<file path="config.mk">
export PLATFORM = sky130hd
export DESIGN_NAME = uart_bridge
export DESIGN_NICKNAME = d
export VERILOG_FILES = /design/src/uart_cmd_pkg.sv /design/src/uart_line_pkg.sv /design/src/uart_bridge.sv /design/src/uart_cmd_seq.sv /design/src/uart_rx_frame.sv /design/src/uart_tx_frame.sv
export SDC_FILE = /design/constraint.sdc
export NUM_CORES = 1
export LEC_CHECK = 0
export BUFFER_PORTS_ARGS = -buffer_cell sky130_fd_sc_hd__buf_2
export CORE_MARGIN = 4
export CORE_UTILIZATION = 36
export CTS_CLUSTER_SIZE = 20
export DETAILED_ROUTE_END_ITERATION = 6
export PLACE_DENSITY_LB_ADDON = 0.12
export SLEW_MARGIN = 30
export SYNTH_ARGS = -nofsm -noshare
export SYNTH_HDL_FRONTEND = slang
export SYNTH_HIERARCHICAL = 1
export SYNTH_SLANG_ARGS = --single-unit
</file>
<file path="constraint.sdc">
create_clock -name clk -period 5.3 [get_ports clk]
set_clock_uncertainty 0.1 [all_clocks]
set_input_delay 1.06 -clock clk [delete_from_list [all_inputs] [get_ports clk]]
set_output_delay 1.06 -clock clk [all_outputs]
set_load 0.02 [all_outputs]
</file>
<file path="src/uart_cmd_pkg.sv">
package uart_cmd_pkg;

  // host command, rw set means read
  typedef struct packed {
    logic       rw;
    logic [6:0] addr;
    logic [7:0] data;
  } cmd_t;

  // read response with line status
  typedef struct packed {
    logic [7:0] data;
    logic       parity_err;
    logic       frame_err;
    logic       timeout;
  } rsp_t;

  typedef enum logic [2:0] {
    idle,
    send_addr,
    send_data,
    wait_reply,
    hold_rsp
  } seq_state_e;

endpackage

</file>
<file path="src/uart_line_pkg.sv">
package uart_line_pkg;

  // serial bit period in clock cycles, 4 or more
  localparam int clks_per_bit = 8;

  // start, eight data, odd parity, stop
  localparam int frame_bits = 11;

  // bit periods to wait for a reply start bit
  localparam int reply_timeout_bits = 40;

  typedef logic [7:0] line_byte_t;

  typedef struct packed {
    line_byte_t data;
    logic       parity_err;
    logic       frame_err;
  } rx_frame_t;

endpackage
</file>
<file path="src/uart_bridge.sv">
module uart_bridge
  import uart_line_pkg::*, uart_cmd_pkg::*;
(
  input  logic clk,
  input  logic rst_n,
  input  cmd_t cmd,
  input  logic cmd_valid,
  output logic cmd_ready,
  output rsp_t rsp,
  output logic rsp_valid,
  input  logic rsp_ready,
  output logic tx,
  input  logic rx
);

  line_byte_t tx_byte;
  logic       tx_valid;
  logic       tx_ready;
  rx_frame_t  rx_frame;
  logic       rx_valid;
  logic       rx_busy;

  uart_cmd_seq u_seq (
    .clk      (clk),
    .rst_n    (rst_n),
    .cmd      (cmd),
    .cmd_valid(cmd_valid),
    .cmd_ready(cmd_ready),
    .rsp      (rsp),
    .rsp_valid(rsp_valid),
    .rsp_ready(rsp_ready),
    .tx_byte  (tx_byte),
    .tx_valid (tx_valid),
    .tx_ready (tx_ready),
    .rx_frame (rx_frame),
    .rx_valid (rx_valid),
    .rx_busy  (rx_busy)
  );

  uart_tx_frame u_tx (
    .clk     (clk),
    .rst_n   (rst_n),
    .tx_byte (tx_byte),
    .tx_valid(tx_valid),
    .tx_ready(tx_ready),
    .tx      (tx)
  );

  uart_rx_frame u_rx (
    .clk     (clk),
    .rst_n   (rst_n),
    .rx      (rx),
    .rx_frame(rx_frame),
    .rx_valid(rx_valid),
    .rx_busy (rx_busy)
  );

endmodule

</file>
<file path="src/uart_cmd_seq.sv">
module uart_cmd_seq
  import uart_line_pkg::*, uart_cmd_pkg::*;
(
  input  logic       clk,
  input  logic       rst_n,
  input  cmd_t       cmd,
  input  logic       cmd_valid,
  output logic       cmd_ready,
  output rsp_t       rsp,
  output logic       rsp_valid,
  input  logic       rsp_ready,
  output line_byte_t tx_byte,
  output logic       tx_valid,
  input  logic       tx_ready,
  input  rx_frame_t  rx_frame,
  input  logic       rx_valid,
  input  logic       rx_busy
);

  localparam int timeout_cycles = reply_timeout_bits * clks_per_bit;
  localparam int tmr_w = $clog2(timeout_cycles);
  localparam logic [tmr_w-1:0] tmr_last = tmr_w'(timeout_cycles - 1);

  seq_state_e       state;
  cmd_t             cmd_q;
  rsp_t             rsp_q;
  logic             tx_sent;
  logic             frame_done;
  logic             cmd_accept;
  logic             timeout_hit;
  logic [tmr_w-1:0] tmr;

  assign cmd_ready = (state == idle);
  assign rsp_valid = (state == hold_rsp);
  assign rsp       = rsp_q;

  assign cmd_accept = cmd_valid && cmd_ready;

  // byte handed over once, then wait for the transmitter to go idle
  assign tx_valid   = (state == send_addr || state == send_data) && !tx_sent;
  assign tx_byte    = (state == send_data) ? cmd_q.data : {cmd_q.rw, cmd_q.addr};
  assign frame_done = tx_sent && tx_ready;

  // timer only runs while no reply frame is in flight
  assign timeout_hit = (state == wait_reply) && !rx_valid && !rx_busy && (tmr == tmr_last);

  always_ff @(posedge clk or negedge rst_n) begin
    if (!rst_n) begin
      state   <= idle;
      tx_sent <= 1'b0;
      tmr     <= '0;
    end else begin
      case (state)
        idle: begin
          if (cmd_accept) begin
            state   <= send_addr;
            tx_sent <= 1'b0;
          end
        end
        send_addr: begin
          if (tx_valid && tx_ready) begin
            tx_sent <= 1'b1;
          end else if (frame_done) begin
            tx_sent <= 1'b0;
            if (cmd_q.rw) begin
              state <= wait_reply;
              tmr   <= '0;
            end else begin
              state <= send_data;
            end
          end
        end
        send_data: begin
          if (tx_valid && tx_ready) begin
            tx_sent <= 1'b1;
          end else if (frame_done) begin
            tx_sent <= 1'b0;
            state   <= idle;
          end
        end
        wait_reply: begin
          if (rx_valid || timeout_hit) begin
            state <= hold_rsp;
          end else if (!rx_busy) begin
            tmr <= tmr + 1'b1;
          end
        end
        hold_rsp: begin
          if (rsp_ready) begin
            state <= idle;
          end
        end
        default: state <= idle;
      endcase
    end
  end

  always_ff @(posedge clk) begin
    if (cmd_accept) begin
      cmd_q <= cmd;
    end
    if (state == wait_reply && rx_valid) begin
      rsp_q <= '{data: rx_frame.data, parity_err: rx_frame.parity_err,
                 frame_err: rx_frame.frame_err, timeout: 1'b0};
    end else if (timeout_hit) begin
      rsp_q <= '{data: '0, parity_err: 1'b0, frame_err: 1'b0, timeout: 1'b1};
    end
  end

  a_ready_rsp_excl: assert property (
    @(posedge clk) disable iff (!rst_n)
    !(cmd_ready && rsp_valid)
  );

  // response held under back-pressure
  a_rsp_stable: assert property (
    @(posedge clk) disable iff (!rst_n)
    (rsp_valid && !rsp_ready) |=> (rsp_valid && $stable(rsp))
  );

endmodule

</file>
<file path="src/uart_rx_frame.sv">
module uart_rx_frame
  import uart_line_pkg::*;
(
  input  logic      clk,
  input  logic      rst_n,
  input  logic      rx,
  output rx_frame_t rx_frame,
  output logic      rx_valid,
  output logic      rx_busy
);

  localparam int cnt_w = $clog2(clks_per_bit);
  localparam logic [cnt_w-1:0] half_last = cnt_w'(clks_per_bit / 2 - 1);
  localparam logic [cnt_w-1:0] full_last = cnt_w'(clks_per_bit - 1);
  localparam logic [3:0] parity_idx = 4'(frame_bits - 2);
  localparam logic [3:0] stop_idx = 4'(frame_bits - 1);

  logic             rx_meta;
  logic             rx_sync;
  logic             rx_prev;
  logic             fall;
  logic             sample;
  logic [cnt_w-1:0] bit_cnt;
  logic [3:0]       bit_idx;
  line_byte_t       shift_q;
  logic             parity_q;

  // two flop synchroniser plus edge history
  always_ff @(posedge clk or negedge rst_n) begin
    if (!rst_n) begin
      rx_meta <= 1'b1;
      rx_sync <= 1'b1;
      rx_prev <= 1'b1;
    end else begin
      rx_meta <= rx;
      rx_sync <= rx_meta;
      rx_prev <= rx_sync;
    end
  end

  assign fall = rx_prev & ~rx_sync & ~rx_busy;

  // start bit is checked half a period in, the rest a full period apart
  assign sample = rx_busy && (bit_cnt == ((bit_idx == 4'd0) ? half_last : full_last));

  always_ff @(posedge clk or negedge rst_n) begin
    if (!rst_n) begin
      rx_busy  <= 1'b0;
      rx_valid <= 1'b0;
      bit_cnt  <= '0;
      bit_idx  <= '0;
    end else begin
      rx_valid <= 1'b0;
      if (fall) begin
        rx_busy <= 1'b1;
        bit_cnt <= '0;
        bit_idx <= '0;
      end else if (sample) begin
        bit_cnt <= '0;
        if (bit_idx == 4'd0 && rx_sync) begin
          // glitch, start bit gone at midpoint
          rx_busy <= 1'b0;
        end else if (bit_idx == stop_idx) begin
          rx_busy  <= 1'b0;
          rx_valid <= 1'b1;
        end else begin
          bit_idx <= bit_idx + 4'd1;
        end
      end else if (rx_busy) begin
        bit_cnt <= bit_cnt + 1'b1;
      end
    end
  end

  always_ff @(posedge clk) begin
    if (sample) begin
      if (bit_idx == parity_idx) begin
        parity_q <= rx_sync;
      end else if (bit_idx == stop_idx) begin
        rx_frame.data       <= shift_q;
        // odd parity expected over data and parity bit
        rx_frame.parity_err <= ~^{shift_q, parity_q};
        rx_frame.frame_err  <= ~rx_sync;
      end else if (bit_idx != 4'd0) begin
        shift_q <= {rx_sync, shift_q[7:1]};
      end
    end
  end

  a_valid_pulse: assert property (
    @(posedge clk) disable iff (!rst_n)
    rx_valid |=> !rx_valid
  );

endmodule

</file>
<file path="src/uart_tx_frame.sv">
module uart_tx_frame
  import uart_line_pkg::*;
(
  input  logic       clk,
  input  logic       rst_n,
  input  line_byte_t tx_byte,
  input  logic       tx_valid,
  output logic       tx_ready,
  output logic       tx
);

  localparam int cnt_w = $clog2(clks_per_bit);
  localparam logic [cnt_w-1:0] cnt_last = cnt_w'(clks_per_bit - 1);
  localparam logic [3:0] idx_last = 4'(frame_bits - 1);

  logic [frame_bits-1:0] shift_q;
  logic [cnt_w-1:0]      bit_cnt;
  logic [3:0]            bit_idx;
  logic                  busy;

  assign tx_ready = ~busy;

  // line follows the low end of the shifter, which idles at all ones
  assign tx = shift_q[0];

  always_ff @(posedge clk or negedge rst_n) begin
    if (!rst_n) begin
      busy    <= 1'b0;
      shift_q <= '1;
      bit_cnt <= '0;
      bit_idx <= '0;
    end else if (tx_valid && tx_ready) begin
      // stop, odd parity, data, start
      busy    <= 1'b1;
      shift_q <= {1'b1, ~^tx_byte, tx_byte, 1'b0};
      bit_cnt <= '0;
      bit_idx <= '0;
    end else if (busy) begin
      if (bit_cnt == cnt_last) begin
        bit_cnt <= '0;
        shift_q <= {1'b1, shift_q[frame_bits-1:1]};
        if (bit_idx == idx_last) begin
          busy <= 1'b0;
        end else begin
          bit_idx <= bit_idx + 4'd1;
        end
      end else begin
        bit_cnt <= bit_cnt + 1'b1;
      end
    end
  end

  // idle line is high
  a_idle_high: assert property (
    @(posedge clk) disable iff (!rst_n)
    tx_ready |-> tx
  );

endmodule

</file>
# Word level (Yosys, flattened, before mapping)
# Index checks and enable logic that the tools add are counted.
# totals
regBits,90
out_inout_bits,14
wordCells,153
# op_classes
n_addsub,5
eq_ne,24
mux,52
bitwise,7
reduce_logical,39
# ops
cell,count
two-way mux 11 bit,5
two-way mux 9 bit,5
two-way mux 3 bit,14
two-way mux 4 bit,8
case mux 9 bit (2 select lines),1
two-way mux 1 bit,16
case mux 3 bit (5 select lines),1
"inequality test 2 bit, second input constant",7
"equality test 4 bit, second input constant",3
"inequality test 2 x 1 -> 1 bit, second input constant",6
AND reduction 3 bit,4
nonzero test 2 bit,6
logical AND 1 bit,10
"adder 9 x 1 -> 9 bit, second input constant",1
"equality test 9 bit, second input constant",1
XNOR reduction 9 bit,1
"adder 4 x 1 -> 4 bit, second input constant",2
two-way mux 8 bit,1
XNOR reduction 8 bit,1
AND reduction 7 bit,1
"adder 3 x 1 -> 3 bit, second input constant",2
"equality test 3 x 2 -> 1 bit, second input constant",2
"equality test 3 bit, second input constant",2
AND reduction 2 bit,3
other kinds (15),24

# Longest topological paths before layout
# depth
word_depth,7
depth_mapped,8

# By module
# Netlist, hierarchy kept.
# by_module_without_submodules
mod,n_inst,cells_each,area_per_inst_um2,seq_area_each_um2
uart_cmd_seq,1,142,1826.8,1126.1
uart_rx_frame,1,93,1295.0,874.6
uart_tx_frame,1,99,1026.0,462.9

# Least setup slack after synthesis
# No wires, ideal clock.
# synth_timing
path_type,reg2reg
from,register u_rx.bit_idx[0]
to,register u_rx/rx_frame[0] (netlist name)
arrival_ps,2036
t_required_ps,4810
path_slack_ps,2774
stages_incl_launch_ff,7
path_buffers,0
cell_sequence,dfrtp_1 -> inv_1 -> ha_1 -> nor3b_2 -> xor2_1 -> nand3_1 -> nor3_1
# synth_between
elab_chain_len,5
# synth_rtl
element,line,source
from (decl),uart_rx_frame.sv:24,logic [3:0] bit_idx;
from (signal assigned),uart_rx_frame.sv:67,bit_idx <= bit_idx + 4'd1;
logical NOT 4 bit,uart_rx_frame.sv:44,assign sample = rx_busy && (bit_cnt == ((bit_idx == 4'd0) ? half_last : full_last));
two-way mux 3 bit,uart_rx_frame.sv:44,
equality test 3 bit,uart_rx_frame.sv:44,
logical AND 1 bit,uart_rx_frame.sv:44,
AND reduction 3 bit (no source line) *,--,
# Mark *: on every way between the ends. The rest lies on a longest branch, timed or not.
# A chain may end at the register's enable or synchronous reset.

# Worst setup path in the final report
# layout_timing
from,register u_seq.state[0]
to,output port cmd_ready
# layout_between
elab_chain_len,1
# layout_rtl
element,line,source
from (decl),uart_cmd_seq.sv:24,seq_state_e state;
from (signal assigned),uart_cmd_seq.sv:49,state <= idle;
from (signal assigned),uart_cmd_seq.sv:56,state <= send_addr;
from (signal assigned),uart_cmd_seq.sv:66,state <= wait_reply;
logical NOT 3 bit,uart_cmd_seq.sv:33,assign cmd_ready = (state == idle);
to (decl),uart_bridge.sv:8,"output logic cmd_ready,"
# No other way between the ends.

==> metrics.txt <==
H-tree depth 3; critical path required time 4140 ps; Ports 35; part of the power in combinational logic 21.0%; worst path setup slack after routing 2660 ps; RSZ-0062 raised after global routing no; Final Hold Fails 0; Post-CTS Setup Inserts 0; Synth Cell Area 4150 um2; DPL Wire Length between 5000 and 6000 um; Max Root-Sink Buffers 2; Sequential Area around 2500 um2; clock tree sinks 89; Top delay family on crit path flip-flops; GR Overflow Total 0; synthesized net count 365; RD Place Congestion 0.718; Yosys cell types 54; routed len/inst 14.9 um; Leakage Power 1.98 nW; synthesis-to-layout area growth 15.3%; slowest stage delay, CP 540 ps; Internal Pwr Total 1.58 mW; met1 GRT Util 17.3%; final core utilization 43.2%; DRT Wirelength ~7600 um; Reg clk slew, reported paths 60 ps; DR vias 2604; Synth Register Bits 89; I/O Buffers 34; die height 115 um; area of the multi-input gates around 1600 um2; hold buffers post-CTS 0; crit-path cells nor3_1 -> buf_2; critical path class reg2out; Inserted Clock Buffers 9; Avg Synthesized Cell Area 12.4 um2; Slowest-stage cell, CP dfrtp_1; First DRT Iteration DRCs 120; diodes inserted 0; Core Area 11100 um2; GRT Max-Usage Layer met2; FILL cells 1033; slew margin rel. ~50%; clock insertion delay at the later pin of the skew report around 330 ps; worst slew pin tran 752 ps; max-slew violations 0; RR Endpoint u_rx/rx_frame[3]; initial antenna violation count 0; CTS root buf clkbuf_16; critical path depth 2; post-CTS sizing 0; total power 2.19 mW; clock share of power about a third; Critical path origin u_seq/state[0]; Synth top area share 32.6%; type of the most critical hold path reg2reg; largest net degree at the start of global routing 44; die area 13300 um2; top post-synthesis cells by area edfxtp_1 (33%), dfrtp_1 (18%), dfstp_2 (8.2%); ANT nets after route 0; worst vdd ir 0.000188 V; Horiz. Die Dim 115 um; register area share after synthesis 59.4%; Reg2Reg Depth 6; status finished clean; Worst Setup EP cmd_ready; post-DR vias/cell around 5.1; Post-synth EDFFs 45; Critical Path Source Type flip-flop; Sequential Power Share between 40% and 50%; Pre-Repair DR Iteration Count 4; Tot GR Track Use 12.4%; final period utilization around half; met2 usage 17.7%; RR Startpoint u_rx/bit_idx[0]; Starting Density 37.4%; post-layout min period 2640 ps; WP data arrival 1480 ps; global-route met3 utilization ~3.6%; pwr dens 457 nW/um2; Sw Pwr 611 uW; Hold Slack 258 ps; vias in the first global route 2581; CP Max Fanout 14; count of final setup violators 0; synthesized instance count around 330; Switching Fraction 27.9%; layout cells sized above 1 23.4%; CTS tree done; Setup TNS Final 0 ps; FF-to-FF setup slack 2770 ps; DRC Markers 0; first-pass GRT wire length 12800 um; Worst Setup End Kind output port; row count 38; top achievable clock speed 0.378 GHz; area leader, netlist edfxtp_1; CP bufs+invs 1; max_cap viols 0; ys flop type edfxtp_1; layout net count 398; YS warnings 6; post-synthesis async set-or-reset flop share between 40% and 50%; pre-CTS setup slack 2720 ps
registers in the layout (all words and copies together), names as in the netlist, 3 cells and up:
| name | flops |
|---|---|
| u_rx/shift_q | 8 |
| u_tx/bit_cnt | 3 |
| u_seq/tmr | 9 |
| u_tx/bit_idx | 4 |
| u_rx/bit_cnt | 3 |
| u_rx/rx_frame | 10 |
| u_rx/bit_idx | 4 |
| u_seq/rsp | 11 |
| u_seq/cmd_q | 16 |
| u_tx/shift_q | 10 |
| u_seq/state | 3 |
power by group through the flow:
stage,Sequential (mW),Clock [mW],Combinational (mW)
CTS,1.01,0.750,0.465
global placement,1.01,0,0.447
finish,1.00,0.724,0.458
floorplan,0.978,0,0.377
global route,1.03,0.779,0.523
detailed placement,1.02,0,0.462
cells in the final DEF (no fill, tap or decap), types with 4 or more instances in the layout:
| cell type | Yosys | final |
|---|---|---|
| clkbuf_16 | 0 | 9 |
| a211o_1 | 4 | 4 |
| buf_2 | 6 | 34 |
| dfstp_2 | 13 | 13 |
| ha_1 | 10 | 10 |
| inv_1 | 12 | 12 |
| and3_1 | 17 | 17 |
| mux2i_1 | 15 | 15 |
| a21oi_1 | 18 | 18 |
| or3_1 | 4 | 4 |
| xnor2_1 | 17 | 17 |
| nor2_1 | 11 | 11 |
| o21ai_0 | 11 | 11 |
| mux2_2 | 9 | 9 |
| a211oi_1 | 10 | 10 |
| nand2_1 | 21 | 21 |
| nand3_1 | 7 | 7 |
| nor2b_1 | 11 | 11 |
| dfrtp_1 | 30 | 30 |
| nor3_1 | 7 | 6 |
| edfxtp_1 | 45 | 45 |
worst min-delay path by stage:
stage	from	slack [ps]	depth (start not counted)	end
global route	u_rx/rx_meta	260	0	u_rx/rx_sync
finish	u_rx/rx_meta	260	0	u_rx/rx_sync
detailed placement	u_rx/rx_meta	250	0	u_rx/rx_sync
CTS	u_rx/rx_meta	260	0	u_rx/rx_sync
floorplan	u_rx/rx_meta	250	0	u_rx/rx_sync
global placement	u_rx/rx_meta	250	0	u_rx/rx_sync
kinds of logic after synthesis:
family                     after synthesis  share of synthesized area (%)
buffers and inverters                   26                           2.90
AOI/OAI and AO/OA                       59                           9.32
and+or+nand+nor                        106                           15.1
adders and majority gates               10                           3.02
DFF                                     89                           59.4
muxes                                   24                           6.06
xor gates and xnor gates                20                           4.22
cell usage after synthesis (all sizes together), types with 6 or more instances:
master	instances
nand3	7
buf	8
inv	12
mux2i	15
mux2	9
and3	18
ha	10
nor3	8
clkbuf	6
nor2b	12
edfxtp	45
a21oi	19
o21ai	12
dfrtp	30
nor2	11
dfstp	13
a211oi	10
nand2	21
xnor2	17
per-stage QoR:
| stage | area [um2] | instances |
|---|---|---|
| 6_report | 4780 | 512 |
| 5_1_grt | 4780 | 512 |
| 4_1_cts | 4780 | 512 |
| 3_5_place_dp | 4440 | 496 |
| 3_3_place_gp | 4430 | 496 |
| 2_1_floorplan | 4150 | 334 |
area by class of cell:
type	count	share of cell area (%)
Multi-Input combinational cell	219	32.8
Sequential cell	89	51.5
Inverter	12	0.942
Tap cell	140	3.66
Timing Repair Buffer	36	3.87
Clock inverter	6	2.20
Clock buffer	10	5.00
per-layer routing:
layer,wire [um],vias up,share of wire (%)
met5,0,-,0
met4,121,0,1.6
met3,310,11,4.1
met2,3370,45,44
met1,3810,1258,50
li1,-,1290,-
(Power assumes the default switching activity.)
